<file path="src/logic/mouse_io_pkg.sv">
/* Shared opcodes, decoder states and default constants for the mouse_io controller.
   Modules pull these in with a wildcard import in their header. */

package mouse_io_pkg;

    //////////////////////////////
    // Command protocol
    //////////////////////////////

    // Host opcodes, ASCII letters for easy terminal use
    typedef enum logic [7:0] {
        OP_SET_OUT  = 8'h4F,  // 'O', data byte follows
        OP_SET_EN   = 8'h45,  // 'E', data byte follows
        OP_READ_IN  = 8'h49,  // 'I', replies with pad levels
        OP_READ_CHG = 8'h43   // 'C', replies with change flags and clears them
    } gpio_op_t;

    // Decoder waits for an opcode or for its data byte
    typedef enum logic {
        ST_OPCODE,
        ST_DATA
    } cmd_state_t;

    //////////////////////////////
    // Defaults
    //////////////////////////////

    // Orange LEDs on the board
    localparam int GPIO_DAT_DEFAULT = 6;
    // 27 MHz / 115200 baud
    localparam int BAUD_DIV_DEFAULT = 234;

endpackage: mouse_io_pkg

</file>
<file path="src/logic/uart_tx.sv">
/* UART transmitter, 8N1, one frame per tx_start pulse.
   tx_busy covers the whole frame, txd is registered and idles high. */
`timescale 1ns/1ns

module uart_tx
    import mouse_io_pkg::*;
#(
    parameter int BAUD_DIV = BAUD_DIV_DEFAULT
)(
    input  logic       XTAL_IN,
    input  logic       reset,
    input  logic [7:0] tx_data,
    input  logic       tx_start,
    output logic       txd,
    output logic       tx_busy
);

    localparam int CNT_W = $clog2(BAUD_DIV);

    logic [CNT_W-1:0] cnt;
    // Frame after the start bit: stop bit on top, data LSB first
    logic [8:0]       frame;
    logic [3:0]       bits_left;

    always_ff @(posedge XTAL_IN)
    begin
        if (reset)
        begin
            txd       <= 1'b1;
            tx_busy   <= 1'b0;
            cnt       <= '0;
            bits_left <= '0;
        end
        else if (!tx_busy)
        begin
            if (tx_start)
            begin
                // Start bit goes out on the next cycle
                txd       <= 1'b0;
                tx_busy   <= 1'b1;
                cnt       <= CNT_W'(BAUD_DIV - 1);
                bits_left <= 4'd9;
            end
        end
        else if (cnt != '0)
        begin
            cnt <= cnt - 1'b1;
        end
        else if (bits_left == '0)
        begin
            // Stop bit done, line already high
            tx_busy <= 1'b0;
        end
        else
        begin
            txd       <= frame[0];
            cnt       <= CNT_W'(BAUD_DIV - 1);
            bits_left <= bits_left - 1'b1;
        end
    end

    // Shift register, filled with ones behind the data
    always_ff @(posedge XTAL_IN)
    begin
        if (!tx_busy && tx_start)
        begin
            frame <= {1'b1, tx_data};
        end
        else if (tx_busy && cnt == '0 && bits_left != '0)
        begin
            frame <= {1'b1, frame[8:1]};
        end
    end

endmodule: uart_tx

</file>
<file path="config.mk">
export PLATFORM = sky130hd
export DESIGN_NAME = uart_tx
export DESIGN_NICKNAME = d
export VERILOG_FILES = /design/src/logic/mouse_io_pkg.sv /design/src/logic/uart_tx.sv
export SDC_FILE = /design/constraint.sdc
export NUM_CORES = 1
export LEC_CHECK = 0
export BUFFER_PORTS_ARGS = -buffer_cell sky130_fd_sc_hd__buf_2
export CORE_ASPECT_RATIO = 1.2
export CORE_MARGIN = 5
export CORE_UTILIZATION = 46
export DETAILED_ROUTE_END_ITERATION = 7
export PLACE_DENSITY = 0.75
export SLEW_MARGIN = 20
export SYNTH_ARGS = -nofsm -noshare
export SYNTH_HDL_FRONTEND = slang
export SYNTH_SLANG_ARGS = --single-unit
</file>
<file path="constraint.sdc">
create_clock -name XTAL_IN -period 4.2 [get_ports XTAL_IN]
set_input_delay 0.63 -clock XTAL_IN [delete_from_list [all_inputs] [get_ports XTAL_IN]]
set_output_delay 0.63 -clock XTAL_IN [all_outputs]
set_load 0.005 [all_outputs]
</file>
=== Word-level counts from Yosys, hierarchy flattened ===
Cells that the tools add are included.

* Reductions and logical operators: 12
* Add/subtract/negate cells: 2
* Multiplexer cells: 18
* Equal/unequal tests: 3

{| class="wikitable"
|+ Operator list
! operator !! count
|-
| $mux 8 || 6
|-
| $mux 4 || 4
|-
| $logic_not 8->1 || 1
|-
| $mux 1 || 8
|-
| $reduce_bool 8->1 || 1
|-
| $sub 8x1->8 const B || 1
|-
| $logic_not 4->1 || 1
|-
| $ne 2x2->1 const B || 2
|-
| $reduce_bool 2->1 || 2
|-
| $reduce_bool 4->1 || 1
|-
| $sub 4x1->4 const B || 1
|-
| $logic_and 1x1->1 || 3
|-
| $ne 3x3->1 const B || 1
|-
| $reduce_and 3->1 || 1
|-
| $reduce_and 2->1 || 1
|-
| $logic_not 1->1 || 1
|}

* Word-level logic and storage cells: 40
* Bits in registers: 22
* Output and inout port bits: 2
* Input port bits: 11

=== Depth between registers and ports, before layout ===
* Depth after elaboration: 5
* Gate-level depth with buffers: 8
* Depth with buffers taken out: 7

=== Least setup slack after synthesis ===
No wires, ideal clock.

* Kind: input to register
* Start: input port tx_start
* End: register frame[0], enable pin
* Library setup time: 0.328 ns
* Path slack: 2.347 ns
* Stages: 5
* Arrival time: 1.525 ns
* Data required time: 3.872 ns
* Path buffers: 1
* Cells stage by stage: nor2b_1 -> clkbuf_1 -> a21o_1 -> nand2_1 -> inv_1

* Longest elaborated chain between the ends: 2

{| class="wikitable"
|+ Ends and longest elaborated chain
! what !! line !! source
|-
| start: declaration || uart_tx.sv:13 || <nowiki>input logic tx_start,</nowiki>
|-
| $logic_and 1x1->1 || uart_tx.sv:65 || <nowiki>if (!tx_busy && tx_start)</nowiki>
|-
| $reduce_bool 2->1 (no source line) || -- ||
|-
| end signal: assignment || uart_tx.sv:67 || <nowiki>frame <= {1'b1, tx_data};</nowiki>
|-
| end signal: assignment || uart_tx.sv:71 || <nowiki>frame <= {1'b1, frame[8:1]};</nowiki>
|-
| end: declaration || uart_tx.sv:22 || <nowiki>logic [8:0] frame;</nowiki>
|}

No other way between the ends.
A chain may end at the register's enable or synchronous reset.

=== Worst setup path after layout ===
* Start: register cnt[0]
* End: register bits_left[2]

* Longest elaborated chain between the ends: 3

{| class="wikitable"
|+ Ends and longest elaborated chain
! what !! line !! source
|-
| start: declaration || uart_tx.sv:20 || <nowiki>logic [CNT_W-1:0] cnt;</nowiki>
|-
| start signal: assignment || uart_tx.sv:41 || <nowiki>cnt <= CNT_W'(BAUD_DIV - 1);</nowiki>
|-
| start signal: assignment || uart_tx.sv:47 || <nowiki>cnt <= cnt - 1'b1;</nowiki>
|-
| start signal: assignment || uart_tx.sv:57 || <nowiki>cnt <= CNT_W'(BAUD_DIV - 1);</nowiki>
|-
| $reduce_bool 8->1 || uart_tx.sv:45 || <nowiki>else if (cnt != '0)</nowiki>
|-
| $ne 2x2->1 (no source line) || -- ||
|-
| $reduce_and 3->1 (no source line) || -- ||
|-
| end signal: assignment || uart_tx.sv:58 || <nowiki>bits_left <= bits_left - 1'b1;</nowiki>
|-
| end: declaration || uart_tx.sv:23 || <nowiki>logic [3:0] bits_left;</nowiki>
|}

No other way between the ends.

==> run metrics <==
RSZ-0062 raised after global routing=no; PwrDens=approximately 490 nW/um^2; worst path bufs/invs=1; Worst-path clk slew=0.12 ns; r2r worst-path depth=6; most frequent cells in the layout=23 x nand2_1, 14 x dfxtp_1, 12 x buf_2; die area=3450 um^2; Levels on crit path=6; worst path cell trace=inv_1 -> ha_1 -> nor3b_1 -> a21boi_2 -> or4_1 -> a211oi_1; Remaining DRCs=0; Synth Register Bits=22; f_max=between 400 and 500 MHz; switching fraction of total power=roughly 33%; combinational share of power=29.0%; max incr delay on CP=0.50 ns; Max rail drop VDD=0.285 mV; Detail Route Antenna Nets=0; # port buffers=12; post-synth cell types=33; syn nets=134; post-cts sizing count=0; max-slew violations=0; R2R Path Start=cnt[0]; wire per inst=12.7 um; Slew HR=53.8%; initial DRC count=17; Clock Latency Late Sink=0.30 ns; minimum clock period=2.03 ns; clock power share=19.1%; DP Area=1160 um^2; DR vias=862; Post-Syn Area=1090 um^2; initial core utilization=47.8%; Tightest Pin Transition=0.691 ns; Max Root-Sink Buffers=2; register-to-register setup slack=2.17 ns; Core ar.=2280 um^2; global route total overflow=0; Hold Buf Count CTS=0; CTS tree=built; max_cap viols=0; FP Rows=19; Die Wd=54.4 um; # setup viols final=0; initial antenna violation count=0; syn avg cell area=about 9.2 um^2; crit path max fanout=11; post-detail-place hpwl=1570 um; sequential power share=51.9%; Final Hold Vio Count=0; via-per-instance ratio=5.39; critical path's top delay family=simple AND/OR/NAND/NOR gates; CTS Buf Count=3; register area share after synthesis=47.8%; Worst Setup SP=cnt[0]; ANT cells=0; Setup TNS Final=0 ns; Int Power=about 0.4 mW; Crit. End Element=flip-flop; R2R Path End=bits_left[2]; Crit Path Class=reg2reg; largest net degree at the start of global routing=16; clock root buffer=clkbuf_4; GP Congestion=~0.81; synth warn=0; Layout Cell Area excl Fill=1200 um^2; Final Routed Wirelength=2040 um; io pins=13; setup bufs post-CTS=0; first-pass GRT wire length=around 3600 um; vias in the first global route=between 800 and 900; Critical Path AT=around 2.3 ns; non-filler cells, final=160; CP max-delay cell=or4_1; status=finished clean; Die H=around 63 um; Cells after DPL=156; Total Routing Usage GR=14.0%; Cells after Synth=about 120; Hold Crit Class=reg2reg; Critical Path Start Type=flip-flop; Tcrit/Tclk final=48.3%; final core utilization=52.6%; P_sw=0.194 mW; DR pass1 iterations=4; # clock sinks=22; # nets final=145; most common cell after layout, fill and taps aside=nand2_1; final hold slack=between 0.4 and 0.5 ns; worst setup path end=bits_left[2]; WP data required=4.42 ns; synthesis-to-finish area growth=10.1%; share of post-route cells with drive strength above 1=between 15 and 20%; Pleak=roughly 0.51 nW; Clock Skew=0.00412 ns; H-tree levels=1
## metrics by stage
stage	setup WS, ns	total power, mW
global route	1.95	0.634
detailed placement	1.96	0.480
global placement	2.01	0.472
CTS	2.17	0.591
finish	2.17	0.587
floorplan	2.35	0.439
## cell type report
class	instances	area (um^2)
multi-input combinational	84	518
inverter	7	26.3
fill	232	1080
clock buffer	4	36.3
sequential	22	520
timing repair buffer	12	60.1
tap	31	38.8
## cell usage after synthesis
master,number,share of area (%)
o21ai_0,1,0.46
nor2b_1,1,0.57
and3_1,1,0.57
o311ai_0,1,0.80
nand2b_1,3,1.7
nor3_1,11,5.1
edfxtp_1,8,22
nand3_1,4,1.8
nor2_1,1,0.34
or4_1,1,0.69
xnor2_1,1,0.80
nor4_1,2,1.1
a21boi_2,1,1.0
nor4_4,1,2.0
clkbuf_1,4,1.4
dfxtp_1,14,26
mux2_2,1,1.0
ha_1,4,4.6
buf_2,2,0.92
a41o_1,1,0.92
o31ai_1,2,1.4
a211oi_1,4,2.8
a21bo_2,1,0.92
nand4_1,1,0.57
inv_1,7,2.4
a21oi_1,8,3.7
a221o_1,1,0.92
a31oi_1,1,0.57
or3_1,3,1.7
nor3b_1,1,0.69
or3b_2,1,0.80
nand2_1,23,7.9
a21o_1,3,2.1
## sequential cells by signal, indices dropped and copies added (netlist names)
register   count
bits_left      4
txd            1
cnt            8
frame          8
tx_busy        1
## per-layer routing
| metal | up-vias | GRT usage (%) | wire length [um] |
|---|---|---|---|
| li1 | 449 | - | - |
| met1 | 389 | 17.4 | 917 |
| met2 | 20 | 22.2 | 987 |
| met3 | 4 | 2.36 | 89 |
| met4 | 0 | 7.48 | 40 |
| met5 | - | 0 | 0 |
## power groups by stage
| stage | Clock [mW] | Combinational (mW) | Sequential, mW |
|---|---|---|---|
| 4_1_cts | 0.116 | 0.171 | 0.304 |
| 5_1_grt | 0.127 | 0.197 | 0.310 |
| 3_5_place_dp | 0 | 0.171 | 0.309 |
| 3_3_place_gp | 0 | 0.165 | 0.307 |
| 2_1_floorplan | 0 | 0.141 | 0.297 |
| 6_report | 0.112 | 0.170 | 0.304 |
## kinds of logic (layout without fill, tap and decap cells)
group	count (synthesis)	in the layout	share of synthesized area, %
simple gates	54	54	25.6
fa+ha+maj	4	4	4.59
xor+xnor	1	1	0.804
mux	1	1	1.03
flops	22	22	47.8
compound gates	24	24	15.5
buf+inv	13	23	4.71
## how the worst min path moves through the flow
stage / cells past startpoint / startpoint / slack [ns] / endpoint
after global routing: 1 / txd / 0.52 / txd
after global placement: 1 / txd / 0.48 / txd
final: 1 / txd / 0.50 / txd
after CTS: 1 / txd / 0.50 / txd
after detailed placement: 1 / txd / 0.47 / txd
after floorplan: 1 / frame[0] / 0.45 / txd
No activity file was read; power rests on OpenSTA's default activity.
