--- src/logic/mouse_io_pkg.sv ---
/* Shared opcodes, decoder states and default constants for the mouse_io controller.
   Modules pull these in with a wildcard import in their header. */

package mouse_io_pkg;

    //////////////////////////////
    // Command protocol
    //////////////////////////////

    // Host opcodes, ASCII letters for easy terminal use
    typedef enum logic [7:0] {
        OP_SET_OUT  = 8'h4F,  // 'O', data byte follows
        OP_SET_EN   = 8'h45,  // 'E', data byte follows
        OP_READ_IN  = 8'h49,  // 'I', replies with pad levels
        OP_READ_CHG = 8'h43   // 'C', replies with change flags and clears them
    } gpio_op_t;

    // Decoder waits for an opcode or for its data byte
    typedef enum logic {
        ST_OPCODE,
        ST_DATA
    } cmd_state_t;

    //////////////////////////////
    // Defaults
    //////////////////////////////

    // Orange LEDs on the board
    localparam int GPIO_DAT_DEFAULT = 6;
    // 27 MHz / 115200 baud
    localparam int BAUD_DIV_DEFAULT = 234;

endpackage: mouse_io_pkg

--- src/logic/gpio_cmd.sv ---
/* Two-byte command decoder between the UART and the GPIO pin cells.
   Owns the output and enable registers and holds one pending reply byte. */
`timescale 1ns/1ns

module gpio_cmd
    import mouse_io_pkg::*;
#(
    parameter int GPIO_DAT = GPIO_DAT_DEFAULT
)(
    input  logic                XTAL_IN,
    input  logic                reset,
    // UART receive side
    input  logic [7:0]          rx_data,
    input  logic                rx_strobe,
    // UART transmit side
    output logic [7:0]          tx_data,
    output logic                tx_start,
    input  logic                tx_busy,
    // Pin cells
    output logic [GPIO_DAT-1:0] out,
    output logic [GPIO_DAT-1:0] en,
    input  logic [GPIO_DAT-1:0] pin_in,
    input  logic [GPIO_DAT-1:0] chg,
    output logic                chg_clear
);

    cmd_state_t state;
    // Opcode waiting for its data byte
    gpio_op_t   op_q;

    // Single reply slot, host waits for each reply
    logic       pend_valid;
    logic [7:0] pend_data;

    logic opcode_strobe;
    logic read_in;
    logic read_chg;

    //////////////////////////////
    // Opcode decode
    //////////////////////////////

    assign opcode_strobe = rx_strobe && (state == ST_OPCODE);
    assign read_in       = opcode_strobe && (rx_data == OP_READ_IN);
    assign read_chg      = opcode_strobe && (rx_data == OP_READ_CHG);

    // Flags clear on the same edge the reply is captured
    assign chg_clear = read_chg;

    always_ff @(posedge XTAL_IN)
    begin
        if (reset)
        begin
            state <= ST_OPCODE;
            out   <= '0;
            en    <= '0;
        end
        else if (rx_strobe)
        begin
            if (state == ST_OPCODE)
            begin
                // Unknown opcodes fall through, decoder stays put
                if (rx_data == OP_SET_OUT || rx_data == OP_SET_EN)
                begin
                    state <= ST_DATA;
                end
            end
            else
            begin
                // Upper data bits ignored
                if (op_q == OP_SET_OUT)
                    out <= rx_data[GPIO_DAT-1:0];
                else
                    en  <= rx_data[GPIO_DAT-1:0];
                state <= ST_OPCODE;
            end
        end
    end

    always_ff @(posedge XTAL_IN)
    begin
        if (opcode_strobe)
        begin
            op_q <= gpio_op_t'(rx_data);
        end
    end

    //////////////////////////////
    // Reply slot
    //////////////////////////////

    // New capture wins over release in the same cycle
    always_ff @(posedge XTAL_IN)
    begin
        if (reset)
            pend_valid <= 1'b0;
        else if (read_in || read_chg)
            pend_valid <= 1'b1;
        else if (tx_start)
            pend_valid <= 1'b0;
    end

    // Replies zero-extended to a byte
    always_ff @(posedge XTAL_IN)
    begin
        if (read_in)
            pend_data <= 8'(pin_in);
        else if (read_chg)
            pend_data <= 8'(chg);
    end

    // Released on the first idle cycle of the transmitter
    assign tx_start = pend_valid && !tx_busy;
    assign tx_data  = pend_data;

endmodule: gpio_cmd

--- config.mk ---
export PLATFORM = sky130hd
export DESIGN_NAME = gpio_cmd
export DESIGN_NICKNAME = d
export VERILOG_FILES = /design/src/logic/mouse_io_pkg.sv /design/src/logic/gpio_cmd.sv
export SDC_FILE = /design/constraint.sdc
export NUM_CORES = 1
export LEC_CHECK = 0
export BUFFER_PORTS_ARGS = -buffer_cell sky130_fd_sc_hd__buf_4
export CAP_MARGIN = 30
export CORE_ASPECT_RATIO = 0.75
export CORE_MARGIN = 2
export CORE_UTILIZATION = 47
export CTS_CLUSTER_DIAMETER = 100
export DETAILED_ROUTE_END_ITERATION = 8
export PLACE_DENSITY = 0.76
export SYNTH_ARGS = -nofsm -noshare
export SYNTH_HDL_FRONTEND = slang
export SYNTH_SLANG_ARGS = --single-unit
--- constraint.sdc ---
create_clock -name XTAL_IN -period 1.75 [get_ports XTAL_IN]
set_input_delay 0.0875 -clock XTAL_IN [delete_from_list [all_inputs] [get_ports XTAL_IN]]
set_output_delay 0.0875 -clock XTAL_IN [all_outputs]
set_load 0.03 [all_outputs]
Word-level counts from Yosys, hierarchy flattened --
Index checks and enable logic that the tools add are counted.
Word-level totals: output and inout port bits 22, input bits 24, bits in registers 28, word-level logic and storage cells 30
Cells by class: bitwise operators 2, eq/ne operators 5, muxes and demuxes 6, reduce and logical (&&, ||, !) cells 11
Operators by type and width (number):
- equality test 8 x 7 -> 1 bit (second input constant) | 5
- 2-to-1 mux 6 bit | 2
- AND reduction 3 bit | 2
- logical AND 1 bit | 4
- 2-to-1 mux 1 bit | 4
- nonzero test 2 bit | 2
- logical OR 1 bit | 2
- NOT 1 bit | 2
- logical NOT 1 bit | 1

Logic depth before layout (Yosys ltp) --
depth after elaboration 5, gate-level depth with buffers 3, depth with buffers taken out 3

Worst setup path before layout --
No wires, ideal clock.
path kind register -> output, start point register state, end point output chg_clear, buffers on the path 0, arrival 1.428 ns, data required time 1.662 ns, cell stages (with the launch flop) 4, setup slack 0.235 ns, path through dfxtp_1 and4bb_2 nand2_1 nor3b_1
On the way: longest elaborated chain between the ends 3
RTL lines:
- start, declared | RTL line gpio_cmd.sv:27 | cmd_state_t state;
- start signal, assigned | RTL line gpio_cmd.sv:54 | state <= ST_OPCODE;
- start signal, assigned | RTL line gpio_cmd.sv:65 | state <= ST_DATA;
- start signal, assigned | RTL line gpio_cmd.sv:75 | state <= ST_OPCODE;
- NOT 1 bit
- logical AND 1 bit | RTL line gpio_cmd.sv:43 | assign opcode_strobe = rx_strobe && (state == ST_OPCODE);
- logical AND 1 bit | RTL line gpio_cmd.sv:45 | assign read_chg = opcode_strobe && (rx_data == OP_READ_CHG);
- end, declared | RTL line gpio_cmd.sv:24 | output logic chg_clear
Every way passes these cells.

Worst setup path after layout --
start point input rx_data[0], end point register pend_data[1] (netlist: tx_data[1]) (data pin)
On the way: longest elaborated chain between the ends 3
RTL lines:
- start, declared | RTL line gpio_cmd.sv:13 | input logic [7:0] rx_data,
- equality test 8 x 7 -> 1 bit | RTL line gpio_cmd.sv:44 | assign read_in = opcode_strobe && (rx_data == OP_READ_IN);
- logical AND 1 bit | RTL line gpio_cmd.sv:44
- 2-to-1 mux 6 bit | RTL line gpio_cmd.sv:106 | if (read_in)
- end signal, assigned | RTL line gpio_cmd.sv:107 | pend_data <= 8'(pin_in);
- end signal, assigned | RTL line gpio_cmd.sv:109 | pend_data <= 8'(chg);
- end, declared | RTL line gpio_cmd.sv:33 | logic [7:0] pend_data;
Every way passes these cells. A chain may end at the register's enable or synchronous reset.

==> impl_metrics.toml <==
[run_status]
status = "completed"

[finish]
drive_above_1_share_pct = 42.1
final_cell_mix = "buf_4 (45), nand2b_1 (19), dfxtp_1 (14), edfxtp_1 (14), mux2i_1 (12)"
stdcell_count = 179
ff_latch_area_um2 = 701
fin_nets = 170
layout_commonest_cell = "buf_4"
multi_input_area_um2 = 469
synthToLayoutAreaGrowth_pct = 43.1
finalInstanceArea_um2 = 1710
nFillCells = 167
fin_util_pct = 72.7
antennaDiodeCount = 0

[yosys]
yosys_warnings = 0
syn_area_per_cell_um2 = 13.2
synthCells = 90
synth_area_um2 = 1190
yosysSeqAreaShare_pct = 58.8
ys_ff_latch = 28
ys_types = 22

[critical_path]
arrival_ns = 1.77
endpoint = "tx_data[1]$_DFFE_PP_"
worstPathMaxFanout = 6
r2r_slack_ns = 0.12
r2r_cells = 4
critPathCaptureType = "flip-flop"
r2r-start = "op_q[5]$_DFFE_PP_"
critical_path_class = "input port to flip-flop"
startpoint = "rx_data[0]"
startpoint_type = "input port"
cp.required_ns = 1.85
timing.rr.end = "out[1]$_SDFFE_PP0P_"

[routing]
first_iter_violations = 17
drc_errors = 0
wl_per_cell_um = 13.4
wl_um = 2400
num_vias = 865
ant_nets = 0
drt_pass1_iterations = 4
post_drt_via_cell_ratio = 4.83

[floorplan]
dieArea_um2 = 2960
coreArea_um2 = 2350
initial_core_util_pct = 50.8
rows = 15
die_y_um = 47.6
io_pins = 46
fp.dieW_um = 62.2

[sta]
final_hold_viol_count = 0
slew_violations = 0
holdWs_ns = 0.0138
max_freq_mhz = 600
period_minus_slack_ns = 1.67
finClkSkew_ns = 0.00614
rsz0062_at_grt = "false"
setup_viol_count_final = 0
fin_crit_sh_pct = 95.2
tns_ns = 0
worst_slack_ns = 0.0842

[global_routing]
grt_max_degree = 21
grt_pass1_wl_um = 3750
grt_use_total_pct = 17.1
grt_overflow = 0
antenna_found_initial = 0
first_global_vias = 818

[clock_network]
cts-root-buf = "clkbuf_4"
cts_buffers = 3
cts_tree = "yes"
cts_setup_buffers = 0
clock_path_buffers = 2
clock-sinks = 28
cts_max_level = 1
clk_latency_ns = 0.33
clkTransAtPathRegs_ns = 0.14

[place]
port_buffers = 43
hpwlAfterDp_um = 1900
routabilityCongestion = 0.703
dp_cells = 167
pre_cts_ws_ns = 0.102
placedInstanceArea_um2 = 1570

[worst_hold_path]
min-delay-path-class = "input port to flip-flop"

[run]
max_cap_violations = 0

[power]
total_power_mw = 1.23
vdd_drop_max_mv = 0.664
p_leak_nw = 0.725
pwr_density_cell_nw_per_um2 = 722
==> how the worst min path moves through the flow <==
stage / end / depth (start not counted) / from / slack [ns]
floorplan: op_q[0]$_DFFE_PP_ / 0 / rx_data[0] / 0.19
global placement: op_q[6]$_DFFE_PP_ / 1 / rx_data[6] / 0.28
detailed placement: op_q[6]$_DFFE_PP_ / 1 / rx_data[6] / 0.28
CTS: pend_valid$_SDFFE_PP0P_ / 3 / tx_busy / 0.002
global route: pend_valid$_SDFFE_PP0P_ / 3 / tx_busy / 0.01
finish: pend_valid$_SDFFE_PP0P_ / 3 / tx_busy / 0.01
==> power by group <==
group          switching [mW]  internal [mW]  total (mW)  leakage [nW]
combinational          0.0446         0.0678       0.112         0.452
sequential            0.00325          0.700       0.703         0.245
clock                   0.184          0.232       0.416        0.0279
total                   0.232           1.00        1.23         0.725
==> Yosys cell counts (all sizes together) <==
library cell / count / area (um2)
nand2b: 19 / 119
dfxtp: 14 / 280
edfxtp: 14 / 420
mux2i: 12 / 120
mux2: 6 / 67.6
nand2: 3 / 11.3
a21oi: 2 / 10.0
buf: 2 / 15.0
clkbuf: 2 / 7.51
nand4: 2 / 12.5
nor2b: 2 / 12.5
nor3b: 2 / 15.0
and4bb: 1 / 12.5
conb: 1 / 3.75
inv: 1 / 3.75
nand3b: 1 / 7.51
nand4b: 1 / 8.76
nor3: 1 / 16.3
nor4b: 1 / 15.0
o21bai: 1 / 11.3
or4b: 1 / 13.8
xnor2: 1 / 8.76
==> registers in the layout, summed over array words and instances, names as in the netlist <==
register / cells
out: 6
state: 1
op_q: 8
pend_valid: 1
en: 6
tx_data: 6
==> final cells by class <==
| cell class | count | share of cell area (%) |
|---|---|---|
| timing repair buffer | 54 | 25.7 |
| multi-input combinational | 58 | 27.5 |
| inverter | 1 | 0.220 |
| clock inverter | 1 | 1.76 |
| tap | 34 | 2.49 |
| sequential | 28 | 41.1 |
| clock buffer | 3 | 1.32 |
==> critical path, stage by stage <==
cell           delay [ns]
dlygate4sd3_1        0.52
buf_4                0.12
nor4b_2              0.31
nand4b_1             0.35
mux2_2               0.38
==> cell families after synthesis <==
| kind of cell | after synthesis | share of synthesized area (%) |
|---|---|---|
| buf+inv | 5 | 2.20 |
| flops | 28 | 58.8 |
| xor+xnor | 1 | 0.735 |
| simple gates | 34 | 20.5 |
| other cells | 1 | 0.314 |
| compound gates | 3 | 1.78 |
| mux | 18 | 15.7 |
==> metal layers <==
layer | up-vias | part of all wire [%] | wire length, um | GRT usage (%)
li1 | 425 | - | - | -
met1 | 409 | 45 | 1090 | 21.1
met2 | 26 | 48 | 1140 | 29.6
met3 | 5 | 5.9 | 141 | 5.88
met4 | 0 | 1.2 | 28 | 5.33
met5 | - | 0 | 0 | 0
==> timing repair <==
| item | CTS | global route |
|---|---|---|
| setup endpoints to repair | 0 | 0 |
| endpoints found under the hold margin | 8 | 0 |
| resized for setup | 0 | 0 |
| hold buffers | 8 | 0 |
Note: power is estimated with default switching activity, not from simulation.
