==> config.mk <==
export PLATFORM = sky130hd
export DESIGN_NAME = uart_rx
export DESIGN_NICKNAME = d
export VERILOG_FILES = /design/src/logic/mouse_io_pkg.sv /design/src/logic/uart_rx.sv
export SDC_FILE = /design/constraint.sdc
export NUM_CORES = 1
export LEC_CHECK = 0
export BUFFER_PORTS_ARGS = -buffer_cell sky130_fd_sc_hd__buf_2
export CAP_MARGIN = 10
export CORE_MARGIN = 2
export CORE_UTILIZATION = 25
export DETAILED_ROUTE_END_ITERATION = 6
export SKIP_LAST_GASP = 1
export SLEW_MARGIN = 20
export SYNTH_ARGS = -nofsm -noshare
export SYNTH_HDL_FRONTEND = slang
export SYNTH_SLANG_ARGS = --single-unit
==> constraint.sdc <==
create_clock -name XTAL_IN -period 2.8 [get_ports XTAL_IN]
set_clock_uncertainty 0.2 [all_clocks]
set_input_delay 0.28 -clock XTAL_IN [delete_from_list [all_inputs] [get_ports XTAL_IN]]
set_output_delay 0.28 -clock XTAL_IN [all_outputs]
set_load 0.01 [all_outputs]
==> src/logic/mouse_io_pkg.sv <==
/* Shared opcodes, decoder states and default constants for the mouse_io controller.
   Modules pull these in with a wildcard import in their header. */

package mouse_io_pkg;

    //////////////////////////////
    // Command protocol
    //////////////////////////////

    // Host opcodes, ASCII letters for easy terminal use
    typedef enum logic [7:0] {
        OP_SET_OUT  = 8'h4F,  // 'O', data byte follows
        OP_SET_EN   = 8'h45,  // 'E', data byte follows
        OP_READ_IN  = 8'h49,  // 'I', replies with pad levels
        OP_READ_CHG = 8'h43   // 'C', replies with change flags and clears them
    } gpio_op_t;

    // Decoder waits for an opcode or for its data byte
    typedef enum logic {
        ST_OPCODE,
        ST_DATA
    } cmd_state_t;

    //////////////////////////////
    // Defaults
    //////////////////////////////

    // Orange LEDs on the board
    localparam int GPIO_DAT_DEFAULT = 6;
    // 27 MHz / 115200 baud
    localparam int BAUD_DIV_DEFAULT = 234;

endpackage: mouse_io_pkg

==> src/logic/uart_rx.sv <==
/* UART receiver, 8N1, sampling each bit once at its middle.
   Pulses rx_strobe for one cycle with the byte on rx_data. */
`timescale 1ns/1ns

module uart_rx
    import mouse_io_pkg::*;
#(
    parameter int BAUD_DIV = BAUD_DIV_DEFAULT
)(
    input  logic       XTAL_IN,
    input  logic       reset,
    input  logic       rxd,
    output logic [7:0] rx_data,
    output logic       rx_strobe
);

    localparam int CNT_W = $clog2(BAUD_DIV);

    typedef enum logic [1:0] {RX_IDLE, RX_START, RX_DATA, RX_STOP} rx_state_t;

    rx_state_t        state;
    // [0] and [1] synchronizer, [2] previous synchronized level
    logic [2:0]       rxd_r;
    logic [CNT_W-1:0] cnt;
    logic [2:0]       bit_idx;
    logic [7:0]       shift;
    logic             bit_end;

    // Sample point reached in the current bit
    assign bit_end = (cnt == '0);

    always_ff @(posedge XTAL_IN)
    begin
        if (reset)
        begin
            rxd_r     <= 3'b111;
            state     <= RX_IDLE;
            cnt       <= '0;
            bit_idx   <= '0;
            rx_strobe <= 1'b0;
        end
        else
        begin
            rxd_r     <= {rxd_r[1:0], rxd};
            rx_strobe <= 1'b0;
            if (state != RX_IDLE && !bit_end)
            begin
                cnt <= cnt - 1'b1;
            end
            else
            begin
                case (state)
                    RX_IDLE:
                    begin
                        // Falling edge starts a frame, wait half a bit
                        if (rxd_r[2] && !rxd_r[1])
                        begin
                            cnt   <= CNT_W'(BAUD_DIV / 2 - 1);
                            state <= RX_START;
                        end
                    end
                    RX_START:
                    begin
                        // Glitch shorter than half a bit is dropped
                        cnt     <= CNT_W'(BAUD_DIV - 1);
                        bit_idx <= '0;
                        state   <= rxd_r[1] ? RX_IDLE : RX_DATA;
                    end
                    RX_DATA:
                    begin
                        cnt     <= CNT_W'(BAUD_DIV - 1);
                        bit_idx <= bit_idx + 1'b1;
                        if (bit_idx == 3'd7)
                        begin
                            state <= RX_STOP;
                        end
                    end
                    default:
                    begin
                        // Bad stop bit, no strobe
                        rx_strobe <= rxd_r[1];
                        state     <= RX_IDLE;
                    end
                endcase
            end
        end
    end

    // Data path, LSB first
    always_ff @(posedge XTAL_IN)
    begin
        if (state == RX_DATA && bit_end)
        begin
            shift <= {rxd_r[1], shift[7:1]};
        end
        if (state == RX_STOP && bit_end && rxd_r[1])
        begin
            rx_data <= shift;
        end
    end

endmodule: uart_rx

### After elaboration in Yosys (flattened, before gate mapping)

Index checks and enable logic that the tools add are counted.

| storage, ports and cells | value |
|---|---|
| bits in registers | 33 |
| output and inout port bits | 9 |
| input bits | 3 |
| word-level logic and storage cells | 42 |

| operators by class | value |
|---|---|
| muxes and demuxes | 8 |
| eq/ne operators | 7 |
| reductions and logical operators | 17 |
| $add $sub $neg | 2 |
| bitwise operators | 1 |

Operators by type and width:

| operator | number |
|---|---|
| $mux 8 | 2 |
| $pmux 8 s2 | 1 |
| $logic_not 8->1 | 1 |
| $sub 8x1->8 const B | 1 |
| $mux 2 | 3 |
| $pmux 2 s3 | 1 |
| $pmux 3 s2 | 1 |
| $logic_and 1x1->1 | 5 |
| $reduce_or 5->1 | 1 |
| $eq 2x2->1 const B | 2 |
| $ne 2x2->1 const B | 2 |
| $reduce_and 2->1 | 2 |
| $reduce_bool 2->1 | 2 |
| $add 3x1->3 const B | 1 |
| $eq 3x3->1 const B | 1 |
| $ne 3x3->1 const B | 1 |
| $reduce_and 3->1 | 1 |
| $reduce_bool 3->1 | 1 |
| $eq 2x1->1 const B | 1 |
| $logic_not 1->1 | 2 |
| $logic_not 2->1 | 1 |
| $reduce_or 2->1 | 1 |
| $not 1->1 | 1 |

### Logic depth before layout (Yosys ltp)

| logic depth | value |
|---|---|
| depth in word-level cells | 5 |
| mapped depth | 7 |
| gate-level depth less buffers | 6 |

### Worst setup path after synthesis

No wires, ideal clock.

| timing path | value |
|---|---|
| path type | register -> register |
| start point | reg cnt[0] |
| end point | reg rx_data[0], enable pin |
| path buffers | 1 |
| period minus slack after synthesis | 2.235 ns |
| cell stages (with the launch flop) | 7 |
| path slack | 0.565 ns |
| data required time | 2.268 ns |
| data arrival time | 1.703 ns |
| library setup time | 0.332 ns |
| cell sequence | dfxtp_1 inv_1 ha_1 or4b_4 buf_6 nor2_1 and3_1 |

| on the way | value |
|---|---|
| word-level cells in the longest chain between the ends | 3 |

Ends and longest elaborated chain:

| what | RTL line | source |
|---|---|---|
| from (decl) | uart_rx.sv:24 | `logic [CNT_W-1:0] cnt;` |
| from (signal assigned) | uart_rx.sv:48 | `cnt <= cnt - 1'b1;` |
| from (signal assigned) | uart_rx.sv:58 | `cnt <= CNT_W'(BAUD_DIV / 2 - 1);` |
| from (signal assigned) | uart_rx.sv:65 | `cnt <= CNT_W'(BAUD_DIV - 1);` |
| $logic_not 8->1 | uart_rx.sv:30 | `assign bit_end = (cnt == '0);` |
| $logic_and 1x1->1 (2 in a row) | uart_rx.sv:96 | `if (state == RX_STOP && bit_end && rxd_r[1])` |
| to (signal assigned) | uart_rx.sv:98 | `rx_data <= shift;` |
| to (decl) | uart_rx.sv:13 | `output logic [7:0] rx_data,` |

Every way passes these cells.
A chain may end at the register's enable or synchronous reset.

### Final worst setup path

| timing path | value |
|---|---|
| start point | reg cnt[0] |
| end point | reg rx_data[6], enable pin |

The elaborated chain is that of the path after synthesis.

==> flow_metrics.env <==
export IMPL_ys_top_cells_by_area="edfxtp_1 (31%), dfxtp_1 (22%), ha_1 (6.5%)"
export IMPL_cts_path_max_buffers=2
export IMPL_syn_area_um2=1540
export IMPL_antenna_found_initial=0
export IMPL_post_cts_buffers=0
export IMPL_regArea_um2=821
export IMPL_finalHoldViolCount=0
export IMPL_ys_top_cells_by_count="dfxtp_1 (17), edfxtp_1 (16), a21oi_1 (9), inv_1 (9)"
export IMPL_cts_buffers=5
export IMPL_clock_fmax_mhz=411
export IMPL_dp_final_hpwl_um=1970
export IMPL_cts_hold_buf=1
export IMPL_clk_insertion_delay_late_ps=280
export IMPL_place_gp_congestion=0.890
export IMPL_cts_max_level=2
export IMPL_viasPerCell=4.85
export IMPL_worstPathArrival_ps=2180
export IMPL_placed_cells=217
export IMPL_hold_class="in2reg"
export IMPL_cp_end_kind="flip-flop"
export IMPL_yosysMostFrequentCell="dfxtp_1"
export IMPL_synth_top_flop_cell="dfxtp_1"
export IMPL_cts_tree="yes"
export IMPL_powerDensity_nw_per_um2=754
export IMPL_dieHeight_um=82.5
export IMPL_setup_violations_final=0
export IMPL_die_width_um=82.5
export IMPL_drc_errors=0
export IMPL_status="complete, no violations"
export IMPL_cp_max_fo=8
export IMPL_grt_max_degree=20
export IMPL_final_period_utilization=0.869
export IMPL_slew_limit_headroom=0.612
export IMPL_synth_edf_count=16
export IMPL_post_drt_wl_per_cell_um=12.5
export IMPL_critPathKind="reg2reg"
export IMPL_cp_data_required_time_ps=2550
export IMPL_core_area_um2=5920
export IMPL_fin_cells=226
export IMPL_yosysSeqAreaShare=0.533
export IMPL_multi_input_area_um2=654
export IMPL_cp_start_kind="flip-flop"
export IMPL_worst_pin_slew_ps=577
export IMPL_rsz0062_at_grt="no"
export IMPL_final_setup_tns_ps=0
export IMPL_port_buffers=11
export IMPL_synthArstFlopShare=0
export IMPL_grt_overflow=0
export IMPL_ys_ff_latch=33
export IMPL_grt_first_pass_wirelength_um=4810
export IMPL_first_global_vias=1042
export IMPL_antenna_cells=0
export IMPL_yosysTopAreaCell="edfxtp_1"
export IMPL_num_rows=28
export IMPL_drive_gt1_frac=0.199
export IMPL_clockRootBuffer="clkbuf_8"
export IMPL_fin_area_um2=1790
export IMPL_yosys_warnings=0
export IMPL_drt_first_pass_iters=4
export IMPL_syn_inst=135
export IMPL_antenna_left=0
export IMPL_initial_core_util=0.260
export IMPL_drv_slew=0
export IMPL_cts_repair_resized=0
export IMPL_clk_pin_slew_ps=70
export IMPL_vias=1097
export IMPL_synth_nets=146
export IMPL_routed_wirelength_um=2830
export IMPL_grt_util_all_layers=0.0938
export IMPL_die_area_um2=6800
export IMPL_avgSynthCellArea_um2=11.4
export IMPL_ys_types=45
export IMPL_io_pins=12
export IMPL_netlist_area_leader_share=0.312
export IMPL_power_total_mw=1.35
export IMPL_syn2layout_area_growth_pct=16.3
export IMPL_period_needed_ps=2430
export IMPL_clock_sinks=33
export IMPL_peakVddDrop_uv=353
export IMPL_drtIter0Drc=59
export IMPL_p_leak_nw=0.656
export IMPL_final_nets=161
export IMPL_dpl_cell_area_um2=1670
export IMPL_maxCapViolCount=0
export IMPL_fill_cells=609
[stage by stage]
stage / worst slack, ps / util / hold slack [ps]
floorplan: 565 / - / 184
global placement: 483 / 0.283 / 210
detailed placement: 404 / 0.283 / 210
CTS: 368 / 0.302 / 176
global route: 226 / 0.302 / 194
finish: 367 / 0.302 / 180
[cells in the final DEF, fill, tap and decap left out, types with 3 or more instances in the layout]
master	synthesis	routed
inv_1	9	9
buf_2	0	11
ha_1	8	8
nor2_1	8	8
nand2b_1	3	3
or2_2	3	3
o21ai_0	7	7
dfxtp_1	17	17
a21oi_1	9	9
nand2_1	4	4
o32ai_1	3	3
clkbuf_8	0	5
nand3_1	4	4
edfxtp_1	16	16
[report_power, final]
group	internal (mW)	switching [mW]	leakage, nW
combinational	0.139	0.219	0.321
sequential	0.530	0.0367	0.282
clock	0.262	0.163	0.0528
[layer usage]
metal,routed length (um),up-vias,share of wire,track usage
met3,152,6,0.054,0.0370
met1,1370,527,0.49,0.117
met4,40,0,0.014,0.0417
met5,0,-,0,0
li1,-,538,-,-
met2,1260,26,0.45,0.143
[cell type report]
class | count | share of cell area
Timing Repair Buffer | 14 | 0.0448
Sequential cell | 33 | 0.459
Multi-Input combinational cell | 87 | 0.366
Tap cell | 75 | 0.0524
Clock buffer | 6 | 0.0406
Clock inverter | 2 | 0.0189
Inverter | 9 | 0.0189
[critical path: stages (launching register included)]
cell and delay, ps:
dfxtp_1 340, inv_1 110, ha_1 230, or4b_4 560
nor2_1 250, and3_1 410
[kinds of logic (layout without fill, tap and decap cells)]
logic type	after synthesis	in the layout	share of synthesized area
DFF	33	33	0.533
adders and majority gates	8	8	0.0650
and+or+nand+nor	39	39	0.149
muxes	2	2	0.0130
buffers and inverters	15	31	0.0415
AOI/OAI and AO/OA	38	38	0.198
[flip-flops by register name, indices dropped and copies added (netlist names)]
name,cells
cnt,8
rx_data,8
shift,8
bit_idx,3
rxd_r,3
state,2
rx_strobe,1
[path summary, 6_finish.rpt]
path,startpoint,end,slack [ps],cells after the start
worst max-delay path,cnt[0]$_SDFFE_PP0P_,rx_data[6]$_DFFE_PP_,370,5
worst min-delay path,reset,cnt[1]$_SDFFE_PP0P_,180,2
worst max register to register,cnt[0]$_SDFFE_PP0P_,rx_data[6]$_DFFE_PP_,370,5
worst min register to register,shift[0]$_DFFE_PP_,rx_data[0]$_DFFE_PP_,220,0
No activity file was read; power rests on OpenSTA's default activity.
